[config.mk]
export PLATFORM = sky130hd
export DESIGN_NAME = decoder_top
export DESIGN_NICKNAME = d
export VERILOG_FILES = /design/src/hw/mos6502_op_pkg.sv /design/src/hw/mos6502_ctl_pkg.sv /design/src/hw/decode_state_if.sv /design/src/hw/opcode_classifier.sv /design/src/hw/tcu_sequencer.sv /design/src/hw/bus_route_ctl.sv /design/src/hw/alu_ctl.sv /design/src/hw/decoder_top.sv
export VERILOG_INCLUDE_DIRS = /design/src /design/src/hw
export SDC_FILE = /design/constraint.sdc
export NUM_CORES = 1
export LEC_CHECK = 0
export BUFFER_PORTS_ARGS = -buffer_cell sky130_fd_sc_hd__buf_2
export CAP_MARGIN = 20
export CORE_MARGIN = 2
export CORE_UTILIZATION = 45
export DETAILED_ROUTE_END_ITERATION = 8
export PLACE_DENSITY = 0.8
export SYNTH_ARGS = -nofsm -noshare
export SYNTH_HDL_FRONTEND = slang
export SYNTH_SLANG_ARGS = --single-unit
export TNS_END_PERCENT = 50
[constraint.sdc]
create_clock -name i_clk -period 2.15 [get_ports i_clk]
set_input_delay 0.1075 -clock i_clk [delete_from_list [all_inputs] [get_ports i_clk]]
set_output_delay 0.1075 -clock i_clk [all_outputs]
set_load 0.05 [all_outputs]
[src/hw/decoder_params.svh]
/*
 * Widths are fixed by the 6502 and are not meant to be changed.
 * The T-state counter only reaches T3 since T4..T7 sequences are not decoded.
 */
`ifndef DECODER_PARAMS_SVH
`define DECODER_PARAMS_SVH

// instruction register and data byte width
`define DEC_IR_W 8

// T-state counter width, kept at the full 6502 size
`define DEC_TCU_W 4

// carry flag position in P
`define DEC_P_CARRY 0

// last T-state of each instruction length
`define DEC_LEN_SHORT 1
`define DEC_LEN_ABS 3

`endif

[src/hw/mos6502_op_pkg.sv]
/*
 * Opcode side of the decoder: only the decoded subset of the 6502 is listed.
 * Any other IR value is treated as a two-cycle unknown instruction.
 */
`include "decoder_params.svh"

package mos6502_op_pkg;

    // opcode values as fetched into IR
    typedef enum logic [`DEC_IR_W-1:0] {
        op_nop   = 8'hea,
        op_tax   = 8'haa,
        op_tay   = 8'ha8,
        op_txa   = 8'h8a,
        op_tya   = 8'h98,
        op_txs   = 8'h9a,
        op_tsx   = 8'hba,
        op_inx   = 8'he8,
        op_iny   = 8'hc8,
        op_dex   = 8'hca,
        op_dey   = 8'h88,
        op_asl_a = 8'h0a,
        op_lsr_a = 8'h4a,
        op_rol_a = 8'h2a,
        op_ror_a = 8'h6a,
        op_sec   = 8'h38,
        op_clc   = 8'h18,
        op_sei   = 8'h78,
        op_cli   = 8'h58,
        op_clv   = 8'hb8,
        op_lda_i = 8'ha9,
        op_ldx_i = 8'ha2,
        op_ldy_i = 8'ha0,
        op_and_i = 8'h29,
        op_lda_a = 8'had,
        op_ldx_a = 8'hae,
        op_ldy_a = 8'hac,
        op_sta_a = 8'h8d
    } opcode_e;

    typedef enum logic [3:0] {
        cls_nop,
        cls_transfer,
        cls_incdec,
        cls_shift,
        cls_flag,
        cls_load_imm,
        cls_and_imm,
        cls_load_abs,
        cls_store_abs,
        cls_unknown
    } op_class_e;

    typedef enum logic [2:0] {reg_none, reg_ac, reg_x, reg_y, reg_s} reg_sel_e;

    typedef enum logic [2:0] {
        alu_none, alu_inc, alu_dec, alu_asl, alu_lsr, alu_rol, alu_ror, alu_and
    } alu_op_e;

endpackage

[src/hw/mos6502_ctl_pkg.sv]
/*
 * Control side of the decoder: timing state, data and status types.
 * P follows the 6502 bit order, carry in bit 0.
 */
`include "decoder_params.svh"

package mos6502_ctl_pkg;

    // timing state, T0 is the opcode fetch
    typedef logic [`DEC_TCU_W-1:0] tcu_t;

    // one byte on the data bus, same width as IR
    typedef logic [`DEC_IR_W-1:0] byte_t;

    // processor status register
    typedef logic [`DEC_IR_W-1:0] pstat_t;

    // level of the R/W pin
    typedef enum logic {
        rw_write = 1'b0,
        rw_read  = 1'b1
    } rw_e;

endpackage

[src/hw/decode_state_if.sv]
/*
 * Decode state shared by the control generators.
 * All fields are valid in the same cycle as the T-state they go with.
 */
`timescale 1ns/10ps

interface decode_state_if;

    mos6502_op_pkg::op_class_e op_class;
    mos6502_op_pkg::reg_sel_e  src_reg;
    mos6502_op_pkg::reg_sel_e  dst_reg;
    mos6502_op_pkg::alu_op_e   alu_op;
    mos6502_ctl_pkg::tcu_t     tcu;
    // carry into the adder for rotates, 0 for all else
    logic                      carry_in;

    modport classifier (output op_class, src_reg, dst_reg, alu_op);
    modport sequencer  (input op_class, alu_op, output tcu, carry_in);
    modport route      (input op_class, src_reg, dst_reg, alu_op, tcu, carry_in);
    modport alu        (input op_class, src_reg, dst_reg, alu_op, tcu, carry_in);

endinterface

[src/hw/opcode_classifier.sv]
/*
 * Purely combinational decode of IR into class, registers and ALU operation.
 * Flag instructions name their target flag through dst_reg.
 */
`timescale 1ns/10ps

module opcode_classifier (
    input  mos6502_ctl_pkg::byte_t     i_ir,
    decode_state_if.classifier         ds
);

    always_comb begin
        case (i_ir)
        mos6502_op_pkg::op_nop: ds.op_class = mos6502_op_pkg::cls_nop;
        mos6502_op_pkg::op_tax, mos6502_op_pkg::op_tay, mos6502_op_pkg::op_txa,
        mos6502_op_pkg::op_tya, mos6502_op_pkg::op_txs, mos6502_op_pkg::op_tsx:
            ds.op_class = mos6502_op_pkg::cls_transfer;
        mos6502_op_pkg::op_inx, mos6502_op_pkg::op_iny,
        mos6502_op_pkg::op_dex, mos6502_op_pkg::op_dey:
            ds.op_class = mos6502_op_pkg::cls_incdec;
        mos6502_op_pkg::op_asl_a, mos6502_op_pkg::op_lsr_a,
        mos6502_op_pkg::op_rol_a, mos6502_op_pkg::op_ror_a:
            ds.op_class = mos6502_op_pkg::cls_shift;
        mos6502_op_pkg::op_sec, mos6502_op_pkg::op_clc, mos6502_op_pkg::op_sei,
        mos6502_op_pkg::op_cli, mos6502_op_pkg::op_clv:
            ds.op_class = mos6502_op_pkg::cls_flag;
        mos6502_op_pkg::op_lda_i, mos6502_op_pkg::op_ldx_i, mos6502_op_pkg::op_ldy_i:
            ds.op_class = mos6502_op_pkg::cls_load_imm;
        mos6502_op_pkg::op_and_i: ds.op_class = mos6502_op_pkg::cls_and_imm;
        mos6502_op_pkg::op_lda_a, mos6502_op_pkg::op_ldx_a, mos6502_op_pkg::op_ldy_a:
            ds.op_class = mos6502_op_pkg::cls_load_abs;
        mos6502_op_pkg::op_sta_a: ds.op_class = mos6502_op_pkg::cls_store_abs;
        default: ds.op_class = mos6502_op_pkg::cls_unknown;
        endcase
    end

    // register driven onto SB, or stored by STA
    always_comb begin
        case (i_ir)
        mos6502_op_pkg::op_tax, mos6502_op_pkg::op_tay, mos6502_op_pkg::op_and_i,
        mos6502_op_pkg::op_asl_a, mos6502_op_pkg::op_lsr_a,
        mos6502_op_pkg::op_rol_a, mos6502_op_pkg::op_ror_a, mos6502_op_pkg::op_sta_a:
            ds.src_reg = mos6502_op_pkg::reg_ac;
        mos6502_op_pkg::op_txa, mos6502_op_pkg::op_txs,
        mos6502_op_pkg::op_inx, mos6502_op_pkg::op_dex:
            ds.src_reg = mos6502_op_pkg::reg_x;
        mos6502_op_pkg::op_tya, mos6502_op_pkg::op_iny, mos6502_op_pkg::op_dey:
            ds.src_reg = mos6502_op_pkg::reg_y;
        mos6502_op_pkg::op_tsx: ds.src_reg = mos6502_op_pkg::reg_s;
        default: ds.src_reg = mos6502_op_pkg::reg_none;
        endcase
    end

    // flag class: ac selects C, s selects I, none selects V
    always_comb begin
        case (i_ir)
        mos6502_op_pkg::op_tax, mos6502_op_pkg::op_tsx, mos6502_op_pkg::op_inx,
        mos6502_op_pkg::op_dex, mos6502_op_pkg::op_ldx_i, mos6502_op_pkg::op_ldx_a:
            ds.dst_reg = mos6502_op_pkg::reg_x;
        mos6502_op_pkg::op_tay, mos6502_op_pkg::op_iny, mos6502_op_pkg::op_dey,
        mos6502_op_pkg::op_ldy_i, mos6502_op_pkg::op_ldy_a:
            ds.dst_reg = mos6502_op_pkg::reg_y;
        mos6502_op_pkg::op_txa, mos6502_op_pkg::op_tya, mos6502_op_pkg::op_asl_a,
        mos6502_op_pkg::op_lsr_a, mos6502_op_pkg::op_rol_a, mos6502_op_pkg::op_ror_a,
        mos6502_op_pkg::op_lda_i, mos6502_op_pkg::op_lda_a, mos6502_op_pkg::op_and_i,
        mos6502_op_pkg::op_sec, mos6502_op_pkg::op_clc:
            ds.dst_reg = mos6502_op_pkg::reg_ac;
        mos6502_op_pkg::op_txs, mos6502_op_pkg::op_sei, mos6502_op_pkg::op_cli:
            ds.dst_reg = mos6502_op_pkg::reg_s;
        default: ds.dst_reg = mos6502_op_pkg::reg_none;
        endcase
    end

    always_comb begin
        case (i_ir)
        mos6502_op_pkg::op_inx, mos6502_op_pkg::op_iny: ds.alu_op = mos6502_op_pkg::alu_inc;
        mos6502_op_pkg::op_dex, mos6502_op_pkg::op_dey: ds.alu_op = mos6502_op_pkg::alu_dec;
        mos6502_op_pkg::op_asl_a: ds.alu_op = mos6502_op_pkg::alu_asl;
        mos6502_op_pkg::op_lsr_a: ds.alu_op = mos6502_op_pkg::alu_lsr;
        mos6502_op_pkg::op_rol_a: ds.alu_op = mos6502_op_pkg::alu_rol;
        mos6502_op_pkg::op_ror_a: ds.alu_op = mos6502_op_pkg::alu_ror;
        mos6502_op_pkg::op_and_i: ds.alu_op = mos6502_op_pkg::alu_and;
        default: ds.alu_op = mos6502_op_pkg::alu_none;
        endcase
    end

endmodule

[src/hw/tcu_sequencer.sv]
/*
 * T-state counter. Restarts at T0 on reset and after the last state of
 * the class seen in IR. IR must only change while T0 is presented.
 */
`timescale 1ns/10ps
`include "decoder_params.svh"

module tcu_sequencer (
    input  logic                    i_clk,
    input  logic                    i_rst,
    input  mos6502_ctl_pkg::pstat_t i_p,
    decode_state_if.sequencer       ds
);

    mos6502_ctl_pkg::tcu_t last_t;
    logic                  is_rotate;

    // absolute addressing fetches two operand bytes before the access
    always_comb begin
        if (ds.op_class == mos6502_op_pkg::cls_load_abs ||
            ds.op_class == mos6502_op_pkg::cls_store_abs) begin
            last_t = mos6502_ctl_pkg::tcu_t'(`DEC_LEN_ABS);
        end else begin
            last_t = mos6502_ctl_pkg::tcu_t'(`DEC_LEN_SHORT);
        end
    end

    always_ff @(posedge i_clk) begin
        if (i_rst) begin
            ds.tcu <= '0;
        end else if (ds.tcu >= last_t) begin
            // end of opcode, fetch next
            ds.tcu <= '0;
        end else begin
            ds.tcu <= ds.tcu + 1'b1;
        end
    end

    assign is_rotate = (ds.alu_op == mos6502_op_pkg::alu_rol) ||
                       (ds.alu_op == mos6502_op_pkg::alu_ror);

    // old carry shifts into the rotated accumulator
    assign ds.carry_in = is_rotate ? i_p[`DEC_P_CARRY] : 1'b0;

endmodule

[src/hw/bus_route_ctl.sv]
/*
 * PC, address bus and register transfer lines.
 * Outputs are combinational from the decode state, valid in the same cycle.
 */
`timescale 1ns/10ps

module bus_route_ctl (
    decode_state_if.route ds,
    output logic          o_rw,
    output logic          o_dl_db,
    output logic          o_dl_adh,
    output logic          o_pcl_pcl,
    output logic          o_i_pc,
    output logic          o_pcl_adl,
    output logic          o_pch_pch,
    output logic          o_pch_adh,
    output logic          o_adl_abl,
    output logic          o_adh_abh,
    output logic          o_x_sb,
    output logic          o_y_sb,
    output logic          o_ac_sb,
    output logic          o_ac_db,
    output logic          o_s_sb,
    output logic          o_add_sb_7,
    output logic          o_add_sb_0_6,
    output logic          o_add_adl,
    output logic          o_sb_db,
    output logic          o_sb_x,
    output logic          o_sb_y,
    output logic          o_sb_ac,
    output logic          o_sb_s
);

    logic t0, t1, t2, t3;
    logic is_abs, is_imm, is_load_abs, is_store_abs;
    logic alu_wb, pc_on_ab, abs_addr, src_on_sb, dst_from_sb, shift_via_db;

    assign t0 = (ds.tcu == mos6502_ctl_pkg::tcu_t'(0));
    assign t1 = (ds.tcu == mos6502_ctl_pkg::tcu_t'(1));
    assign t2 = (ds.tcu == mos6502_ctl_pkg::tcu_t'(2));
    assign t3 = (ds.tcu == mos6502_ctl_pkg::tcu_t'(3));

    assign is_load_abs  = (ds.op_class == mos6502_op_pkg::cls_load_abs);
    assign is_store_abs = (ds.op_class == mos6502_op_pkg::cls_store_abs);
    assign is_abs       = is_load_abs || is_store_abs;
    assign is_imm       = (ds.op_class == mos6502_op_pkg::cls_load_imm) ||
                          (ds.op_class == mos6502_op_pkg::cls_and_imm);

    // previous opcode finishes in T0 through ADD, IR still holds it
    assign alu_wb = t0 && (ds.alu_op != mos6502_op_pkg::alu_none);

    // fetch address comes from PC
    assign pc_on_ab = t0 || t1 || (t2 && is_abs);
    // effective address: low byte from ADD, high byte from DL
    assign abs_addr = t3 && is_abs;

    assign src_on_sb = t1 && (ds.op_class == mos6502_op_pkg::cls_transfer ||
                              ds.alu_op != mos6502_op_pkg::alu_none);
    assign dst_from_sb = alu_wb || (abs_addr && is_load_abs) ||
                         (t1 && (ds.op_class == mos6502_op_pkg::cls_transfer ||
                                 ds.op_class == mos6502_op_pkg::cls_load_imm));

    // ASL and ROL add AC to itself, so AC also reaches DB
    assign shift_via_db = t1 && (ds.alu_op == mos6502_op_pkg::alu_asl ||
                                 ds.alu_op == mos6502_op_pkg::alu_rol);

    assign o_pcl_adl = pc_on_ab;
    assign o_pch_adh = pc_on_ab;
    assign o_adl_abl = pc_on_ab || abs_addr;
    assign o_adh_abh = pc_on_ab || abs_addr;
    assign o_pcl_pcl = pc_on_ab || abs_addr;
    assign o_pch_pch = pc_on_ab || abs_addr;
    assign o_add_adl = abs_addr;
    assign o_dl_adh  = abs_addr;
    assign o_i_pc    = t0 || (t1 && (is_imm || is_abs)) || abs_addr;

    // operand byte from DL
    assign o_dl_db = (t1 && (is_imm || is_abs)) || (abs_addr && is_load_abs);

    assign o_ac_sb = src_on_sb && (ds.src_reg == mos6502_op_pkg::reg_ac);
    assign o_x_sb  = src_on_sb && (ds.src_reg == mos6502_op_pkg::reg_x);
    assign o_y_sb  = src_on_sb && (ds.src_reg == mos6502_op_pkg::reg_y);
    assign o_s_sb  = src_on_sb && (ds.src_reg == mos6502_op_pkg::reg_s);

    assign o_sb_ac = dst_from_sb && (ds.dst_reg == mos6502_op_pkg::reg_ac);
    assign o_sb_x  = dst_from_sb && (ds.dst_reg == mos6502_op_pkg::reg_x);
    assign o_sb_y  = dst_from_sb && (ds.dst_reg == mos6502_op_pkg::reg_y);
    assign o_sb_s  = dst_from_sb && (ds.dst_reg == mos6502_op_pkg::reg_s);

    // ALU result onto SB, or address low byte kept across T2
    assign o_add_sb_7   = alu_wb || (t2 && is_abs);
    assign o_add_sb_0_6 = alu_wb || (t2 && is_abs);

    // SB onto DB wherever Z and N are loaded from it
    assign o_sb_db = alu_wb || shift_via_db || (abs_addr && is_load_abs) ||
                     (t1 && ds.op_class == mos6502_op_pkg::cls_load_imm) ||
                     (t1 && ds.op_class == mos6502_op_pkg::cls_transfer &&
                      ds.dst_reg != mos6502_op_pkg::reg_s);

    assign o_ac_db = abs_addr && is_store_abs;
    assign o_rw    = (abs_addr && is_store_abs) ? mos6502_ctl_pkg::rw_write
                                                : mos6502_ctl_pkg::rw_read;

endmodule

[src/hw/alu_ctl.sv]
/*
 * ALU input select, operation and status flag load lines.
 * Combinational from the decode state; carry_in is already 0 unless rotating.
 */
`timescale 1ns/10ps

module alu_ctl (
    decode_state_if.alu ds,
    output logic        o_db_n_add,
    output logic        o_db_add,
    output logic        o_0_add,
    output logic        o_sb_add,
    output logic        o_1_addc,
    output logic        o_sums,
    output logic        o_ands,
    output logic        o_srs,
    output logic        o_dbz_z,
    output logic        o_db7_n,
    output logic        o_acr_c,
    output logic        o_ir5_c,
    output logic        o_ir5_i,
    output logic        o_avr_v
);

    logic t0, t1, t2, t3;
    logic is_abs, alu_t1, flag_t1;
    logic op_inc, op_dec, op_left, op_right;

    assign t0 = (ds.tcu == mos6502_ctl_pkg::tcu_t'(0));
    assign t1 = (ds.tcu == mos6502_ctl_pkg::tcu_t'(1));
    assign t2 = (ds.tcu == mos6502_ctl_pkg::tcu_t'(2));
    assign t3 = (ds.tcu == mos6502_ctl_pkg::tcu_t'(3));

    assign is_abs  = (ds.op_class == mos6502_op_pkg::cls_load_abs) ||
                     (ds.op_class == mos6502_op_pkg::cls_store_abs);
    assign alu_t1  = t1 && (ds.alu_op != mos6502_op_pkg::alu_none);
    assign flag_t1 = t1 && (ds.op_class == mos6502_op_pkg::cls_flag);

    assign op_inc   = (ds.alu_op == mos6502_op_pkg::alu_inc);
    assign op_dec   = (ds.alu_op == mos6502_op_pkg::alu_dec);
    assign op_left  = (ds.alu_op == mos6502_op_pkg::alu_asl) ||
                      (ds.alu_op == mos6502_op_pkg::alu_rol);
    assign op_right = (ds.alu_op == mos6502_op_pkg::alu_lsr) ||
                      (ds.alu_op == mos6502_op_pkg::alu_ror);

    // B input: precharged DB gives ff, inverted gives 00
    assign o_sb_add   = alu_t1 || (t2 && is_abs);
    assign o_db_n_add = (alu_t1 && op_inc) || (t2 && is_abs);
    assign o_db_add   = (alu_t1 && !op_inc && !op_right) || (t1 && is_abs);
    assign o_0_add    = t1 && is_abs;

    // carry in is +1 for INX/INY, old C for rotates
    assign o_1_addc = alu_t1 && (op_inc || ds.carry_in);
    assign o_sums   = (alu_t1 && (op_inc || op_dec || op_left)) ||
                      ((t1 || t2) && is_abs);
    assign o_srs    = alu_t1 && op_right;
    assign o_ands   = alu_t1 && (ds.alu_op == mos6502_op_pkg::alu_and);
    assign o_acr_c  = alu_t1 && (op_left || op_right);

    // Z and N follow DB, TXS leaves them alone
    assign o_dbz_z = (t0 && ds.alu_op != mos6502_op_pkg::alu_none) ||
                     (t1 && ds.op_class == mos6502_op_pkg::cls_load_imm) ||
                     (t3 && ds.op_class == mos6502_op_pkg::cls_load_abs) ||
                     (t1 && ds.op_class == mos6502_op_pkg::cls_transfer &&
                      ds.dst_reg != mos6502_op_pkg::reg_s);
    assign o_db7_n = o_dbz_z;

    // target flag as named by dst_reg
    assign o_ir5_c = flag_t1 && (ds.dst_reg == mos6502_op_pkg::reg_ac);
    assign o_ir5_i = flag_t1 && (ds.dst_reg == mos6502_op_pkg::reg_s);
    assign o_avr_v = flag_t1 && (ds.dst_reg == mos6502_op_pkg::reg_none);

endmodule

[src/hw/decoder_top.sv]
/*
 * 6502 control decode for the supported subset, with its own T-state counter.
 * Control lines are combinational from T-state, IR and P in the same cycle.
 */
`timescale 1ns/10ps

module decoder_top (
    input  logic                    i_clk,
    input  logic                    i_rst,
    input  mos6502_ctl_pkg::byte_t  i_ir,
    input  mos6502_ctl_pkg::pstat_t i_p,
    output mos6502_ctl_pkg::tcu_t   o_tcu,
    output logic                    o_rw,
    output logic                    o_dl_db,
    output logic                    o_dl_adh,
    output logic                    o_pcl_pcl,
    output logic                    o_i_pc,
    output logic                    o_pcl_adl,
    output logic                    o_pch_pch,
    output logic                    o_pch_adh,
    output logic                    o_x_sb,
    output logic                    o_y_sb,
    output logic                    o_ac_sb,
    output logic                    o_ac_db,
    output logic                    o_s_sb,
    output logic                    o_add_sb_7,
    output logic                    o_add_sb_0_6,
    output logic                    o_add_adl,
    output logic                    o_sb_db,
    output logic                    o_sb_x,
    output logic                    o_sb_y,
    output logic                    o_sb_ac,
    output logic                    o_sb_s,
    output logic                    o_adl_abl,
    output logic                    o_adh_abh,
    output logic                    o_db_n_add,
    output logic                    o_db_add,
    output logic                    o_0_add,
    output logic                    o_sb_add,
    output logic                    o_1_addc,
    output logic                    o_sums,
    output logic                    o_ands,
    output logic                    o_srs,
    output logic                    o_dbz_z,
    output logic                    o_db7_n,
    output logic                    o_acr_c,
    output logic                    o_ir5_c,
    output logic                    o_ir5_i,
    output logic                    o_avr_v
);

    decode_state_if ds ();

    // port names match the top level, ds included
    opcode_classifier opcode_classifier_i (.*);
    tcu_sequencer tcu_sequencer_i (.*);
    bus_route_ctl bus_route_ctl_i (.*);
    alu_ctl alu_ctl_i (.*);

    assign o_tcu = ds.tcu;

endmodule

==> run_results.csv, run 1 <==
group,metric,value,unit
yosys,synthXorXnorAreaFrac,0.01547,
detailed_routing,met1Wirelength,1.473,mm
cells_and_area,largest_reg_flops,4,
cells_and_area,utilization,0.6703,
sta,layout_min_cycle_time,2111,ps
die,io_pins,59,
yosys,synthTopCellsByArea,"nor2_1 7.3%, dfxtp_1 7.1%, buf_4 6.0%",
critical_path,critPathCaptureType,"output port",
detailed_routing,wl_met3,124,microns
detailed_routing,wl,3.448,mm
cells_and_area,syn_to_final_growth,43.98,%
cts,cts_hold_buf,0,
yosys,synth_top_family_by_area,"simple AND/OR/NAND/NOR gates",
pwr,p_leak,0.7406,nW
yosys,synth_mux_area_frac,0.01878,
outcome,outcome,"complete, no violations",
yosys,yosysUniqueCellTypes,58,
die,die_area,2933,sq um
cells_and_area,regMostFlops,"tcu_sequencer_i.ds.tcu",
cts,insertion_delay,230,ps
sta,max_freq,473.7,MHz
detailed_routing,drc,0,
sta,setup_viol,0,
critical_path,crit_required,2040,ps
die,fp.dieW,54.16,microns
sta,whs,38.63,ps
yosys,async_reset_ff_frac,0,
critical_path,critPathKind,"flip-flop to output port",
yosys,synth_seq_area_share,0.07072,
global_routing,grt_pass1_vias,1279,
detailed_routing,top_layer,"met4",
cts,cts_root_buf,"clkbuf_4",
die,coreArea,2432,sq um
cts,max-clock-path-buffers,2,
sta,rsz0062_at_grt,"true",
global_routing,grt_pass1_wl,5.561,mm
global_routing,grt_overflow,0,
yosys,synth_top_area_frac,0.07293,
critical_path,worstPathArrival,2000,ps
cts,htree_levels,1,
cts,numCtsBuffers,3,
detailed_routing,vias,1450,
yosys,yosys_most_used_dff,"dfxtp_1",
pwr,ir_drop,0.4082,mV
die,start_util,0.4655,
cells_and_area,drive_above_1_share,0.4324,
detailed_routing,drt_iter0_drc,25,
cells_and_area,antennaDiodeCount,0,
critical_path,crit_path_frequent_cell,"nor3b_4",
cts,cts.sinks,4,
sta,relSlewSlack,0.6399,
yosys,synth-adder-area-share,0.05525,
critical_path,worstPathCellList,"inv_4 -> ha_4 -> nor3b_4 -> o21ai_1 -> or4_4 -> nor3b_4 -> buf_6",
yosys,synthCells,169,
yosys,synth_area_leader_cell,"nor2_1",
critical_path,start_kind,"flip-flop",
critical_path,critPathSlowestCell,"or4_4",
yosys,synth_enable_flop_cells,0,
yosys,synth_nets,192,
detailed_routing,met2_length,1.807,mm
placement,dp_hpwl,2.752,mm
global_routing,grt_max_degree,16,
sta,clock_skew,8.004,ps
pwr,cellPowerDensity,250.6,nW/um^2
sta,slew_violations,0,
sta,tightest_slew,539.6,ps
yosys,synth_compound_area_frac,0.3028,
flow_run,maxCapViolations,0,
critical_path,worst-path-max-fanout,5,
yosys,synth_area_per_cell,6.700,sq um
yosys,yosys_warnings,0,
critical_path,path_delay_family,"simple AND/OR/NAND/NOR gates",
detailed_routing,wl_per_cell,13.68,microns
die,rows,18,
global_routing,grt_use_total,0.2447,
detailed_routing,avgViaCountPerCell,5.754,
die,die_h,54.16,microns
yosys,synth.cell_area,1132,sq um
critical_path,cpPeakStageDelay,480,ps
yosys,synth-simple-area-share,0.4099,
sta,finalHoldViolCount,0,
cells_and_area,nets,246,
placement,gp_congestion,0.8927,
yosys,ys_seq_elements,4,
global_routing,antenna_found_initial,0,
cells_and_area,reg.largest.list,"tcu_sequencer_i.ds.tcu (4)",
placement,io_buffers,51,
hold_path,hold_class,"input port to flip-flop",
sta,period_share,0.9818,
detailed_routing,drt_pass1_iterations,4,
cts,cts.clk_slew.worst_paths,40,ps
critical_path,path_buf_inv,2,
cts,cts_tree,"yes",
detailed_routing,ant_nets,0,
## logic make-up after synthesis
kind of cell,count (synthesis)
other,1
AOI/OAI and AO/OA,47
xor gates and xnor gates,2
DFF,4
adders and majority gates,5
buffers and inverters,27
muxes,2
and+or+nand+nor,81
## repair_timing
action | CTS | global route
setup buffers | 2 | 0
pin swaps | 0 | 2
resized for setup | 8 | 12
endpoints found under the setup margin | 8 | 10
## where the power goes
part           switching (W)  internal [W]  total [W]
sequential        0.00000491     0.0000763  0.0000812
clock              0.0000309     0.0000697   0.000101
combinational       0.000155     0.0000718   0.000227
total               0.000191      0.000218   0.000409
## synth_stat cells (2+ instances only)
cell      count
and3b_1       3
or3b_1        2
inv_1        10
or2_2         3
buf_4         9
nand2b_1      2
o21ai_0       7
and3_1        6
nand3_1       4
buf_2         4
nor2b_1       5
nor4b_1       2
nor2_1       22
o211ai_1      5
nand2_1      12
dfxtp_1       4
nand4_1       2
a21oi_1       9
nor3b_1       3
nor3_1        4
o21ai_1       2
ha_1          5
a31oi_1       5
clkbuf_1      4
nor4_1        2
## worst reg2reg max path, stage by stage (launching register included)
cell and delay, ps:
dfxtp_1 340, or2_2 370, nor3_1 190, and3_1 190
## placed cells by master (no fill, tap or decap), drive strengths merged, types with 3 or more instances in the layout
cell type	count
nor3b	5
clkbuf	7
nor2b	5
and3b	3
ha	5
nor3	4
nor2	22
and3	6
nand3	4
a21oi	9
buf	63
nand2	12
or2	4
dfxtp	4
inv	10
o21ai	9
o211ai	5
a31oi	5
## final timing paths
check	startpoint	cells after the start	slack [ps]	end
max reg2reg	tcu_sequencer_i.ds.tcu[3]	3	1000	tcu_sequencer_i.ds.tcu[2]
min reg2reg	tcu_sequencer_i.ds.tcu[0]	1	470	tcu_sequencer_i.ds.tcu[0]
min	i_rst	2	40	tcu_sequencer_i.ds.tcu[0]
max	tcu_sequencer_i.ds.tcu[1]	7	40	o_avr_v
## per-layer routing
metal,up-vias,GRT usage
met5,-,0
met4,0,0.04167
met3,4,0.008333
met2,43,0.4558
met1,682,0.3114
li1,721,-
## final cells by class
| type | instances | area, sq um |
|---|---|---|
| Multi-Input combinational cell | 138 | 1031 |
| Fill cell | 229 | 802.0 |
| Timing Repair Buffer | 66 | 407.9 |
| Sequential cell | 4 | 87.58 |
| Inverter | 10 | 40.04 |
| Tap cell | 30 | 37.54 |
| Clock buffer | 4 | 26.28 |
## through the flow
| step | area [sq um] | setup TNS (ps) | instances | power [W] | worst slack, ps |
|---|---|---|---|---|---|
| 6_report | 1630 | 0 | 252 | 0.0004085 | 39.05 |
| 2_1_floorplan | 1246 | -940.5 | 169 | 0.0002537 | -218.1 |
| 3_5_place_dp | 1530 | 0 | 246 | 0.0003015 | 53.73 |
| 3_3_place_gp | 1530 | 0 | 246 | 0.0002990 | 91.55 |
| 4_1_cts | 1604 | 0 | 252 | 0.0004078 | 8.577 |
| 5_1_grt | 1630 | -131.6 | 252 | 0.0004389 | -70.73 |
Note: power is estimated with default switching activity, not from simulation.
==> run 2, diff against run 1 <==
--- a/config.mk
+++ b/config.mk
@@ -9,5 +9,5 @@
 export BUFFER_PORTS_ARGS = -buffer_cell sky130_fd_sc_hd__buf_2
 export CAP_MARGIN = 20
-export CORE_MARGIN = 2
+export CORE_MARGIN = 8
 export CORE_UTILIZATION = 45
 export DETAILED_ROUTE_END_ITERATION = 8
==> constraint.sdc (replaced) <==
create_clock -name i_clk -period 2.15 [get_ports i_clk]
set_input_delay 0.1075 -clock i_clk [delete_from_list [all_inputs] [get_ports i_clk]]
set_output_delay 0.1075 -clock i_clk [all_outputs]
set_load 0.1 [all_outputs]
==> run 2 against run 1 <==
  * First-iteration DRC count grew to 6.8 times the previous value
  * Power up 38%
  * Final cell count increased by 1.6%
  * Sequential power about the same
  * The flow now finishes with violations (negative setup slack)
  * Register-to-register slack got worse by 270 ps
  * Worst setup slack worse by 130 ps
  * Sequential share of layout area shrank 1.2 points
  * Non-clock buffer count grew 4
  * Count of clock-buffer cells in the layout is the same
  * Global-route usage up 0.73 points
  * Fmax shrank 5.8%
==> run_results.csv, run 2 (synthesis results as in run 1) <==
group,metric,value,unit
sta,layout_min_cycle_time,2242,ps
detailed_routing,wl,5.879,mm
critical_path,worstRegToRegCells,5,
sta,setup_viol,11,
detailed_routing,wl_per_cell,22.96,microns
pwr,ir_drop,0.3983,mV
detailed_routing,avgViaCountPerCell,6.762,
die,start_util,0.4655,
sta,whs,41.02,ps
cells_and_area,nets,250,
hold_path,worstHoldStart,"i_rst",
cells_and_area,multiInputGateArea,1125,sq um
critical_path,worst-path-max-fanout,3,
cts,insertion_delay,240,ps
cts,cts.clk_slew.worst_paths,40,ps
placement,io_buffers,51,
sta,relSlewSlack,0.6728,
cts,htree_levels,1,
critical_path,r2r-start,"tcu_sequencer_i.ds.tcu[1]",
sta,fin_ws,-91.68,ps
outcome,outcome,"finished, violations left",
global_routing,grt_pass1_wl,8.921,mm
sta,tightest_slew,485.7,ps
critical_path,critPathCaptureType,"output port",
sta,max_freq,446.1,MHz
placement,dpl_cell_area,2014,sq um
flow_run,maxCapViolations,0,
cells_and_area,stdcell_area,2167,sq um
cells_and_area,antennaDiodeCount,0,
die,die_h,66.16,microns
cells_and_area,final_cell_mix,"30 x buf_12, 21 x buf_2, 19 x buf_4, 17 x nor2_1, 11 x nand2_1",
hold_path,whs_path_depth,2,
critical_path,ff2ff_setup_slack,730,ps
placement,dp_hpwl,3.782,mm
critical_path,critPathSlowestCell,"or3_4",
cells_and_area,drive_above_1_share,0.4867,
global_routing,grt_pass1_vias,1825,
outcome,violations,"negative setup slack",
cells_and_area,syn_to_final_growth,91.38,%
critical_path,start_kind,"flip-flop",
global_routing,antenna_found_initial,0,
detailed_routing,drt_pass1_iterations,5,
critical_path,cpPeakStageDelay,370,ps
cts,cts.sinks,4,
pwr,cellPowerDensity,260.0,nW/um^2
hold_path,hold_path_end,"tcu_sequencer_i.ds.tcu[0]",
die,rows,18,
die,die_area,4377,sq um
pwr,power.total,0.0005635,W
detailed_routing,drt_iter0_drc,171,
sta,period_share,1.043,
die,io_pins,59,
cells_and_area,final_common_cell,"buf_12",
cts,numCtsBuffers,3,
cells_and_area,register_area,90.09,sq um
critical_path,crit_start,"tcu_sequencer_i.ds.tcu[1]",
critical_path,worstPathCellList,"inv_4 -> ha_4 -> nor3b_4 -> buf_4 -> nand2_2 -> or3_4 -> o211ai_1 -> buf_12",
cts,cts_root_buf,"clkbuf_4",
cells_and_area,fill_cells,93,
die,coreArea,2432,sq um
sta,slew_violations,0,
global_routing,grt_use_total,0.2520,
sta,clock_skew,4.465,ps
sta,finalHoldViolCount,0,
cells_and_area,reg.largest.list,"tcu_sequencer_i.ds.tcu (4)",
placement,pre_cts_slack,-3.845,ps
global_routing,grt_overflow,0,
critical_path,crit_required,2040,ps
sta,rsz0062_at_grt,"true",
critical_path,worstPathArrival,2130,ps
detailed_routing,vias,1731,
cells_and_area,regMostFlops,"tcu_sequencer_i.ds.tcu",
cts,cts_tree,"yes",
critical_path,timing.rr.end,"tcu_sequencer_i.ds.tcu[2]",
pwr,p_leak,0.8609,nW
cts,max-clock-path-buffers,2,
cells_and_area,largest_reg_flops,4,
placement,gp_congestion,1.016,
critical_path,critPathKind,"flip-flop to output port",
global_routing,grt_max_degree,16,
detailed_routing,drc,0,
hold_path,hold_class,"input port to flip-flop",
die,fp.dieW,66.16,microns
cts,cts_hold_buf,0,
detailed_routing,ant_nets,0,
==> run 2: worst max path at each step <==
stage | cells past startpoint | endpoint
6_report | 8 | o_sb_db
2_1_floorplan | 5 | o_sb_db
3_3_place_gp | 8 | o_sb_s
3_5_place_dp | 8 | o_sb_ac
5_1_grt | 8 | o_sb_db
4_1_cts | 7 | o_avr_v
==> run 2: per-stage QoR <==
step	setup TNS, ps	util	cells
after detailed placement	-3.845	0.8282	245
after CTS	-253.1	0.8837	256
after floorplan	-10310	-	169
final	-542.7	0.8909	256
after global routing	-1279	0.8909	256
after global placement	0	0.8282	245
==> run 2: area by class of cell <==
| class | count | area share |
|---|---|---|
| clock buffer | 4 | 0.01212 |
| tap | 30 | 0.01732 |
| inverter | 10 | 0.01848 |
| sequential | 4 | 0.04157 |
| multi-input combinational | 138 | 0.5191 |
| timing repair buffer | 70 | 0.3915 |
==> run 2: routing by layer <==
metal	up-vias	wire length (microns)	global-route usage
li1	731	-	-
met1	784	2028	0.2589
met2	165	2875	0.4439
met3	51	604	0.04915
met4	0	371	0.1813
met5	-	0	0
==> run 2: critical path: cells and delay by family (launching register included) <==
family,cells,cell delay (ps)
AOI/OAI and AO/OA,1,290
adders and majority gates,1,120
and+or+nand+nor,3,660
buffers and inverters,3,450
DFF,1,350
==> run 2: what timing repair did <==
item | in CTS | in global routing
buffers inserted | 7 | 0
gates resized for setup | 12 | 2
gates cloned | 0 | 0
pin swaps | 7 | 2
setup endpoints to repair | 11 | 12
==> run 2: report_power, final <==
| part | switching [W] | total, W | internal, W |
|---|---|---|---|
| Sequential | 0.00000501 | 0.0000815 | 0.0000765 |
| Clock | 0.0000367 | 0.000107 | 0.0000700 |
| Combinational | 0.000256 | 0.000375 | 0.000119 |
